`config.mk`:
```
export PLATFORM = sky130hd
export DESIGN_NAME = instruction_fetch
export DESIGN_NICKNAME = d
export VERILOG_FILES = /design/src/fetch_isa_pkg.sv /design/src/fetch_cfg_pkg.sv /design/src/instruction_fetch.sv /design/src/fetch_sequencer.sv /design/src/fifo_level_tracker.sv /design/src/jump_scanner.sv
export SDC_FILE = /design/constraint.sdc
export NUM_CORES = 1
export LEC_CHECK = 0
export ABC_AREA = 1
export BUFFER_PORTS_ARGS = -buffer_cell sky130_fd_sc_hd__buf_2
export CORE_UTILIZATION = 25
export DETAILED_ROUTE_END_ITERATION = 8
export GPL_TIMING_DRIVEN = 1
export PLACE_DENSITY = 0.55
export SETUP_SLACK_MARGIN = 0.1
export SLEW_MARGIN = 20
export SYNTH_ARGS = -nofsm -noshare
export SYNTH_HDL_FRONTEND = slang
export SYNTH_SLANG_ARGS = --single-unit
```
`constraint.sdc`:
```
create_clock -name main_clk -period 3.09 [get_ports main_clk]
set_input_delay 0.1545 -clock main_clk [delete_from_list [all_inputs] [get_ports main_clk]]
set_output_delay 0.1545 -clock main_clk [all_outputs]
set_load 0.02 [all_outputs]
```
`src/fetch_isa_pkg.sv`:
```
`default_nettype none

package fetch_isa_pkg;

	typedef logic [15:0] instr_word_t;

	// Fields of an extended opcode word.
	typedef logic [4:0] opcode_prefix_t;
	typedef logic [2:0] sub_opcode_t;

	// An all ones prefix in bits 15 to 11 selects the extended opcode space.
	localparam opcode_prefix_t JUMP_PREFIX = 5'h1f;

	// Extended sub-opcodes in bits 10 to 8 that change the program flow.
	localparam sub_opcode_t JUMP_OP_DIRECT = 3'b010;
	localparam sub_opcode_t JUMP_OP_INDIRECT = 3'b011;
	localparam sub_opcode_t JUMP_OP_CALL = 3'b110;

endpackage

`default_nettype wire
```
`src/fetch_cfg_pkg.sv`:
```
`default_nettype none

package fetch_cfg_pkg;

	// One memory line is 16 bytes.
	localparam int LINE_WORDS = 8;

	// Byte address; instruction words are aligned so bit 0 stays clear.
	typedef logic [25:0] fetch_addr_t;
	typedef logic [2:0] word_offset_t;
	typedef logic [3:0] word_count_t;
	typedef logic [4:0] fifo_count_t;
	typedef logic [31:0] jump_target_t;

	// Word 0 sits at the lowest address of the line.
	typedef fetch_isa_pkg::instr_word_t [LINE_WORDS-1:0] line_data_t;

	typedef struct packed {
		logic request;
		fetch_addr_t address;
	} fetch_req_t;

	// Only the low 26 bits of the target reach the fetch address.
	typedef struct packed {
		logic redirect;
		jump_target_t target;
	} jump_cmd_t;

	typedef enum logic [1:0] {
		IDLE,
		REQUESTING,
		WAIT_JUMP
	} seq_state_t;

endpackage

`default_nettype wire

```
`src/instruction_fetch.sv`:
```
`default_nettype none

module instruction_fetch #(
	parameter int FIFO_DEPTH = 16
) (
	input  logic main_clk,
	input  logic rst,
	input  fetch_cfg_pkg::jump_cmd_t jump,
	input  logic fetch_ack,
	input  fetch_cfg_pkg::line_data_t line_data,
	input  fetch_cfg_pkg::fifo_count_t size_after_read,
	output fetch_cfg_pkg::fetch_req_t fetch_req,
	output logic performing_jump,
	output fetch_cfg_pkg::fifo_count_t fifo_size,
	output fetch_cfg_pkg::fifo_count_t fifo_size_next
);
	import fetch_cfg_pkg::*;

	word_count_t word_count;
	word_offset_t offset;
	logic line_accepted;
	logic has_room;
	logic jump_found;

	fetch_sequencer u_fetch_sequencer (
		.main_clk(main_clk),
		.rst(rst),
		.jump(jump),
		.fetch_ack(fetch_ack),
		.has_room(has_room),
		.jump_found(jump_found),
		.fetch_req(fetch_req),
		.word_count(word_count),
		.offset(offset),
		.line_accepted(line_accepted),
		.performing_jump(performing_jump)
	);

	jump_scanner u_jump_scanner (
		.line_data(line_data),
		.offset(offset),
		.jump_found(jump_found)
	);

	fifo_level_tracker #(
		.FIFO_DEPTH(FIFO_DEPTH)
	) u_fifo_level_tracker (
		.main_clk(main_clk),
		.rst(rst),
		.size_after_read(size_after_read),
		.word_count(word_count),
		.line_accepted(line_accepted),
		.performing_jump(performing_jump),
		.has_room(has_room),
		.fifo_size(fifo_size),
		.fifo_size_next(fifo_size_next)
	);

endmodule

`default_nettype wire

```
`src/fetch_sequencer.sv`:
```
`default_nettype none

module fetch_sequencer (
	input  logic main_clk,
	input  logic rst,
	input  fetch_cfg_pkg::jump_cmd_t jump,
	input  logic fetch_ack,
	input  logic has_room,
	input  logic jump_found,
	output fetch_cfg_pkg::fetch_req_t fetch_req,
	output fetch_cfg_pkg::word_count_t word_count,
	output fetch_cfg_pkg::word_offset_t offset,
	output logic line_accepted,
	output logic performing_jump
);
	import fetch_cfg_pkg::*;

	seq_state_t state;
	seq_state_t state_next;
	fetch_addr_t fetch_addr;
	fetch_addr_t fetch_addr_next;
	logic redirect_pending;
	logic redirect_pending_next;
	fetch_addr_t saved_target;
	fetch_addr_t redirect_target;

	// The line returns the words from the offset up to its end.
	assign offset = fetch_addr[3:1];
	assign word_count = word_count_t'(LINE_WORDS) - word_count_t'(offset);

	assign performing_jump = jump.redirect | redirect_pending;

	// A pulse in the current cycle overrides a target saved earlier.
	assign redirect_target = jump.redirect ? {jump.target[25:1], 1'b0} : saved_target;

	assign line_accepted = (state == REQUESTING) && fetch_ack && !performing_jump;

	assign fetch_req = '{request: (state == REQUESTING), address: fetch_addr};

	always_comb begin
		state_next = state;
		fetch_addr_next = fetch_addr;
		redirect_pending_next = redirect_pending;
		unique case (state)
			IDLE: begin
				if (jump.redirect) begin
					fetch_addr_next = redirect_target;
					state_next = REQUESTING;
				end else if (has_room) begin
					state_next = REQUESTING;
				end
			end
			WAIT_JUMP: begin
				// Only the core can restart fetching past a jump.
				if (jump.redirect) begin
					fetch_addr_next = redirect_target;
					state_next = REQUESTING;
				end
			end
			REQUESTING: begin
				if (line_accepted) begin
					fetch_addr_next = fetch_addr + fetch_addr_t'({word_count, 1'b0});
					state_next = jump_found ? WAIT_JUMP : IDLE;
				end else if (fetch_ack) begin
					// The line belongs to the old path. Refetch at the target at once.
					fetch_addr_next = redirect_target;
					redirect_pending_next = 1'b0;
				end else if (jump.redirect) begin
					redirect_pending_next = 1'b1;
				end
			end
			default: begin
				state_next = IDLE;
			end
		endcase
	end

	always_ff @(posedge main_clk) begin
		if (rst) begin
			state <= IDLE;
			fetch_addr <= '0;
			redirect_pending <= 1'b0;
		end else begin
			state <= state_next;
			fetch_addr <= fetch_addr_next;
			redirect_pending <= redirect_pending_next;
		end
	end

	// Holds the target while the outstanding fetch drains.
	always_ff @(posedge main_clk) begin
		if (jump.redirect) begin
			saved_target <= {jump.target[25:1], 1'b0};
		end
	end

endmodule

`default_nettype wire

```
`src/fifo_level_tracker.sv`:
```
`default_nettype none

module fifo_level_tracker #(
	parameter int FIFO_DEPTH = 16
) (
	input  logic main_clk,
	input  logic rst,
	input  fetch_cfg_pkg::fifo_count_t size_after_read,
	input  fetch_cfg_pkg::word_count_t word_count,
	input  logic line_accepted,
	input  logic performing_jump,
	output logic has_room,
	output fetch_cfg_pkg::fifo_count_t fifo_size,
	output fetch_cfg_pkg::fifo_count_t fifo_size_next
);
	import fetch_cfg_pkg::*;

	// One bit wider than the occupancy so the sum cannot wrap.
	logic [5:0] size_with_line;

	assign size_with_line = 6'(size_after_read) + 6'(word_count);

	// The whole returning run has to fit behind what stays in the FIFO.
	assign has_room = size_with_line <= 6'(FIFO_DEPTH);

	always_comb begin
		if (performing_jump) begin
			// A redirect flushes everything queued from the old path.
			fifo_size_next = '0;
		end else if (line_accepted) begin
			fifo_size_next = fifo_count_t'(size_with_line);
		end else begin
			fifo_size_next = size_after_read;
		end
	end

	always_ff @(posedge main_clk) begin
		if (rst) begin
			fifo_size <= '0;
		end else begin
			fifo_size <= fifo_size_next;
		end
	end

endmodule

`default_nettype wire

```
`src/jump_scanner.sv`:
```
`default_nettype none

module jump_scanner (
	input  fetch_cfg_pkg::line_data_t line_data,
	input  fetch_cfg_pkg::word_offset_t offset,
	output logic jump_found
);
	import fetch_isa_pkg::*;
	import fetch_cfg_pkg::*;

	logic [LINE_WORDS-1:0] word_hit;

	always_comb begin
		opcode_prefix_t prefix;
		sub_opcode_t sub_op;
		for (int i = 0; i < LINE_WORDS; i++) begin
			prefix = line_data[i][15:11];
			sub_op = line_data[i][10:8];
			word_hit[i] = (prefix == JUMP_PREFIX) &&
				(sub_op == JUMP_OP_DIRECT ||
				 sub_op == JUMP_OP_INDIRECT ||
				 sub_op == JUMP_OP_CALL);
			// Words below the fetch offset are not part of the returned run.
			if (word_offset_t'(i) < offset) begin
				word_hit[i] = 1'b0;
			end
		end
	end

	assign jump_found = |word_hit;

endmodule

`default_nettype wire

```
# After elaboration in Yosys (flattened, before gate mapping)
# Cells that the tools add are included.
[op_classes]
n_eq_ne = 39
reduce_logical = 35
n_addsub = 3
n_lt_le_gt_ge = 9
bitwise = 2
n_mux = 23
[ops]
columns = ["cell", "n"]
rows = [
  ["$mux 26", 4],
  ["$pmux 26 s2", 1],
  ["$eq 3x2->1 const B", 16],
  ["$eq 5x5->1 const B", 8],
  ["$add 26x5->26", 1],
  ["$eq 3x3->1 const B", 8],
  ["$logic_or 1x1->1", 16],
  ["$lt 3x3->1 const A", 4],
  ["$logic_and 1x1->1", 10],
  ["$mux 1", 10],
  ["$mux 2", 5],
  ["$mux 5", 2],
  ["$reduce_and 3->1", 3],
  ["$reduce_or 8->1", 1],
  ["$add 5x4->6", 1],
  ["$le 6x5->1 const B", 1],
  ["$lt 1x3->1 const A", 2],
  ["$lt 2x3->1 const A", 2],
  ["$pmux 2 s3", 1],
  ["$ne 2x1->1 const B", 2],
  ["$reduce_bool 2->1", 2],
  ["$sub 4x3->4 const A", 1],
  ["$ne 3x2->1 const B", 1],
  ["$ne 3x3->1 const B", 1],
  ["8 further kinds", 8],
]
[totals]
inputBits = 169
elab_cells = 116
reg_bits = 60

# Longest topological paths before layout
[depth]
word_depth = 9
depth_mapped = 15
mapped_depth_nobuf = 15

# By module
# From an unflattened synthesis, not the netlist that was laid out.
[hier_totals]
hier_cells = 576
hier_area_um2 = 3606.0
[modules_own_cells]
columns = ["mod", "seq_area_each_um2", "n_inst", "area_each_um2", "cells_each"]
rows = [
  ["fetch_sequencer", 1101.1, 1, 2952.8, 456],
  ["fifo_level_tracker", 100.1, 1, 401.6, 63],
  ["jump_scanner", 0.0, 1, 251.5, 57],
]

# Worst setup path before layout
# Ideal clock, no wire load.
[synth_path]
path_kind = "register to register"
start = "register u_fetch_sequencer.fetch_addr[1]"
end = "register u_fetch_sequencer.state[1]"
t_arrival_ns = 2.436
setup_ns = 0.111
stages_incl_launch_ff = 16
synth_period_minus_slack_ns = 2.547
setup_slack_ns = 0.543
cell_sequence = "dfxtp_1 -> inv_1 -> ha_1 -> ha_1 -> inv_1 -> ha_1 -> a21oi_1 -> nand2_1 -> nand2_1 -> nand3_1 -> nand2_1 -> nand2_1 -> a21oi_1 -> nand2_1 -> nand2_1 -> nor2_1"
[synth_between]
elab_chain_len = 6
[synth_lines]
columns = ["item", "line_no", "text"]
rows = [
  ["start, declared", "fetch_sequencer.sv:20", "fetch_addr_t fetch_addr;"],
  ["start signal, assigned", "fetch_sequencer.sv:85", "fetch_addr <= fetch_addr_next;"],
  ["parallel branches: the longest is 6 deep, another holds $add 5x4->6", "n/a", ""],
  ["end signal, assigned", "fetch_sequencer.sv:84", "state <= state_next;"],
  ["end, declared", "fetch_sequencer.sv:18", "seq_state_t state;"],
]
# Parallel ways; which one is timed is not known. The select of a mux whose other input is x is not followed.
# A chain may end at the register's enable or synchronous reset.

# Final worst setup path
[layout_path]
start = "register u_fetch_sequencer.fetch_addr[2]"
end = "output port fifo_size_next[3]"
[layout_between]
elab_chain_len = 4
[layout_lines]
columns = ["item", "line_no", "text"]
rows = [
  ["$sub 4x3->4", "fetch_sequencer.sv:29", "assign word_count = word_count_t'(LINE_WORDS) - word_count_t'(offset);"],
  ["$add 5x4->6", "fifo_level_tracker.sv:21", "assign size_with_line = 6'(size_after_read) + 6'(word_count);"],
  ["$mux 5", "fifo_level_tracker.sv:30", "end else if (line_accepted) begin"],
  ["$mux 5", "fifo_level_tracker.sv:27", "if (performing_jump) begin"],
  ["end, declared", "instruction_fetch.sv:15", "output fetch_cfg_pkg::fifo_count_t fifo_size_next"],
]
# No other way between the ends.

==> metrics.csv <==
stage;metric;value;unit
clock_network;clk_pin_slew_worst_paths;50;ps
final_layout;final_cells;885;
final_layout;fin_nets;874;
timing;relSlewSlack;0.5347;
yosys;synth-edff-count;0;
hold_path;min_path_type;input port to flip-flop;
place;numPortBuffers;135;
pwr;p_leak;2.344;nW
yosys;synth_most_common_cell;nand2_1;
floorplanning;initial_core_util;0.2564;
route;wirelength;10800;um
yosys;synthMuxAreaShare;0.005373;
yosys;yosys.area_share.simple;0.3768;
setup_path;worstPathRequired;2940;ps
global_route;grt_pass1_wl;17010;um
floorplanning;ios;207;
timing;worst_clock_skew;8.157;ps
place;pre_cts_ws;487.3;ps
pwr;power_switching;1.432;mW
yosys;synth_compound_area_frac;0.1541;
setup_path;r2r-start;u_fetch_sequencer.fetch_addr[2];
route;initialDrtViolationCount;186;
place;postPlaceCellArea;0.004563;sq mm
yosys;synthFlopType;dfxtp_1;
hold_path;min_path_cells;3;
clock_network;ctsResizeCount;0;
setup_path;reg2reg_depth;14;
setup_path;r2r_slack;500;ps
place;dp.cells;869;
clock_network;cts_tree;done;
global_route;grt_pass1_vias;3456;
global_route;grtUsageTotal;0.1439;
timing;hold_ws;62.47;ps
route;vias;3868;
global_route;antenna_found_initial;0;
timing;min_period_over_period;0.8942;
floorplanning;die_y;124.1;um
hold_path;min_to;u_fetch_sequencer.saved_target[6];
yosys;synth_common_cells;157 x nand2_1, 60 x dfxtp_1, 56 x inv_1;
global_route;grt_max_degree;41;
setup_path;endpoint_kind;output port;
setup_path;crit_chain;inv_2, ha_1, ha_1, inv_1, ha_1, a21oi_1, nand3_1, nand2_1, nand2_1, nand2_1, buf_2;
yosys;synthAdderAreaFrac;0.03224;
clock_network;cts_max_level;3;
pwr;clkPwrFrac;0.314;
clock_network;numCtsBuffers;9;
yosys;netlist.area_leader.share;0.3224;
clock_network;insertion_delay;330;ps
yosys;synth_fp_nets;743;
place;hpwlAfterDp;8154;um
setup_path;slowest_delay;430;ps
hold_path;min_from;jump[6];
pwr;p_seq_frac;0.298;
yosys;netlist_instances;565;
setup_path;cp_num_buf_inv;3;
clock_network;root_buffer;clkbuf_16;
final_layout;fin_util;0.3371;
setup_path;cp_top_family;adder cells;
clock_network;cts_buffer_depth;2;
pwr;swShare;0.3991;
final_layout;diodes;0;
timing;setup_slack;326.8;ps
route;dr.pass1.iters;4;
yosys;synth_xor_area_frac;0.009402;
setup_path;cp_max_fo;6;
floorplanning;core;0.01453;sq mm
route;wl_per_cell;12.20;um
global_route;grt_overflow;0;
yosys;yosysWarnings;0;
yosys;async_reset_ff_frac;0;
floorplanning;die_area;0.01540;sq mm
setup_path;slowest_stage;dfxtp_1;
pwr;p_int;2.156;mW
clock_network;cts.sinks;60;
setup_path;setup.worst_path.class;flip-flop to output port;
yosys;ys_ff_latch;60;
final_layout;areaGrowthSynthToFinish;31.50;%
route;antenna_left;0;
yosys;synth_area_leaders;dfxtp_1 32%, nand2_1 16%, a21oi_1 6.7%, nand3_1 6.0%, inv_1 5.6%;
pwr;ir_drop;276.0;uV
yosys;synth_cell_type_count;39;
floorplanning;die_x;124.1;um
timing;final-hold-violation-count;0;
yosys;synth_top_family_by_area;simple AND/OR/NAND/NOR gates;
pwr;fin_total_pwr;3.588;mW
clock_network;cts_setup_buffers;0;
timing;setup_tns;0;ps
timing;fin_crit;2763;ps
pwr;pwr-share-comb;0.388;
timing;max_freq;0.3619;GHz
place;place_congestion;0.7734;
pwr;p_per_area;732.2;mW/mm^2
yosys;synth_area_leader_cell;dfxtp_1;
setup_path;r2r-end;u_fetch_sequencer.state[0];
setup_path;worst_ep_arrival_time;2610;ps
job;cap_violations;0;
route;drc;0;
yosys;ys_seq_area_frac;0.3224;
final_layout;fillerInstances;1595;
floorplanning;row_count;44;
timing;worst_slew_pin_slew;698.0;ps
final_layout;fin_area;0.004900;sq mm
timing;setup_viol;0;
clock_network;postCtsHoldBufs;0;
timing;rsz0062_at_grt;no;
timing;slew_violations;0;
outcome;status;completed;
yosys;syn-cell-area;0.003726;sq mm
setup_path;worstSetupStartpointType;flip-flop;
route;via_per_inst;4.371;
final_layout;drive_above_1_share;0.3124;
yosys;avgSynthCellArea;6.595;sq um
[power by group through the flow]
stage | Combinational (mW) | Sequential [mW] | Clock (mW)
global route | 1.56 | 1.09 | 1.18
finish | 1.39 | 1.07 | 1.13
CTS | 1.41 | 1.07 | 1.15
global placement | 1.40 | 1.08 | 0
detailed placement | 1.40 | 1.08 | 0
floorplan | 0.914 | 1.16 | 0
[per-layer routing]
metal | vias up | share of wire | GRT usage
li1 | 2099 | - | -
met1 | 1648 | 0.49 | 0.1928
met2 | 109 | 0.43 | 0.2258
met3 | 12 | 0.070 | 0.03342
met4 | 0 | 0.012 | 0.04688
met5 | - | 0 | 0
[registers in the layout (all words and copies together) (netlist names)]
register,flops
u_fetch_sequencer.fetch_addr,26
u_fetch_sequencer.saved_target,26
u_fifo_level_tracker.fifo_size,5
u_fetch_sequencer.state,2
u_fetch_sequencer.redirect_pending,1
[layout by cell type (no fill, tap or decap), drive strengths merged, types with 4 or more instances in the layout]
master and n:
dfxtp 60, nand3b 6, o21ai 39, nand3 49, nor3 11, buf 138
or2 18, clkinv 4, a21oi 55, xor2 4, clkbuf 12, nand4 12
ha 8, nand2 167, nor2 31, inv 72
[cell type report]
class / instances / area, sq um / area share
timing repair buffer: 138 / 698.2 / 0.1425
sequential: 60 / 1201 / 0.2451
tap: 184 / 230.2 / 0.04699
clock buffer: 12 / 266.5 / 0.05439
inverter: 74 / 280.3 / 0.05720
multi-input combinational: 413 / 2153 / 0.4395
clock inverter: 4 / 70.07 / 0.01430
[cells by family (layout without fill, tap and decap cells)]
family / Yosys count / count (layout)
compound gates: 104 / 104
mux: 2 / 2
fa+ha+maj: 9 / 9
flops: 60 / 60
simple gates: 294 / 294
buf+inv: 92 / 228
xor+xnor: 4 / 4
[worst reg2reg max path, cell delays in order, from the launching register on]
cell and delay [ps]:
dfxtp_1 430, inv_2 110, ha_1 250, ha_1 320, inv_1 70, ha_1 330
a21oi_1 270, nand2_1 80, nand2_1 80, nand3_1 70, nand2_1 70, nand2_1 60
a21oi_1 180, nand2_1 70, a21oi_1 140
[worst max path at each step]
stage / start / end / slack [ps] / cells after the start
after global routing: u_fetch_sequencer.fetch_addr[2] / fifo_size_next[4] / 170 / 12
final: u_fetch_sequencer.fetch_addr[2] / fifo_size_next[3] / 330 / 11
after global placement: u_fetch_sequencer.fetch_addr[2] / u_fetch_sequencer.state[1] / 540 / 15
after floorplan: u_fetch_sequencer.fetch_addr[1] / u_fetch_sequencer.state[1] / 540 / 15
after detailed placement: u_fetch_sequencer.fetch_addr[2] / u_fetch_sequencer.state[0] / 490 / 14
after CTS: u_fetch_sequencer.fetch_addr[2] / fifo_size_next[4] / 310 / 12
Power figures use the tool's default switching activity.
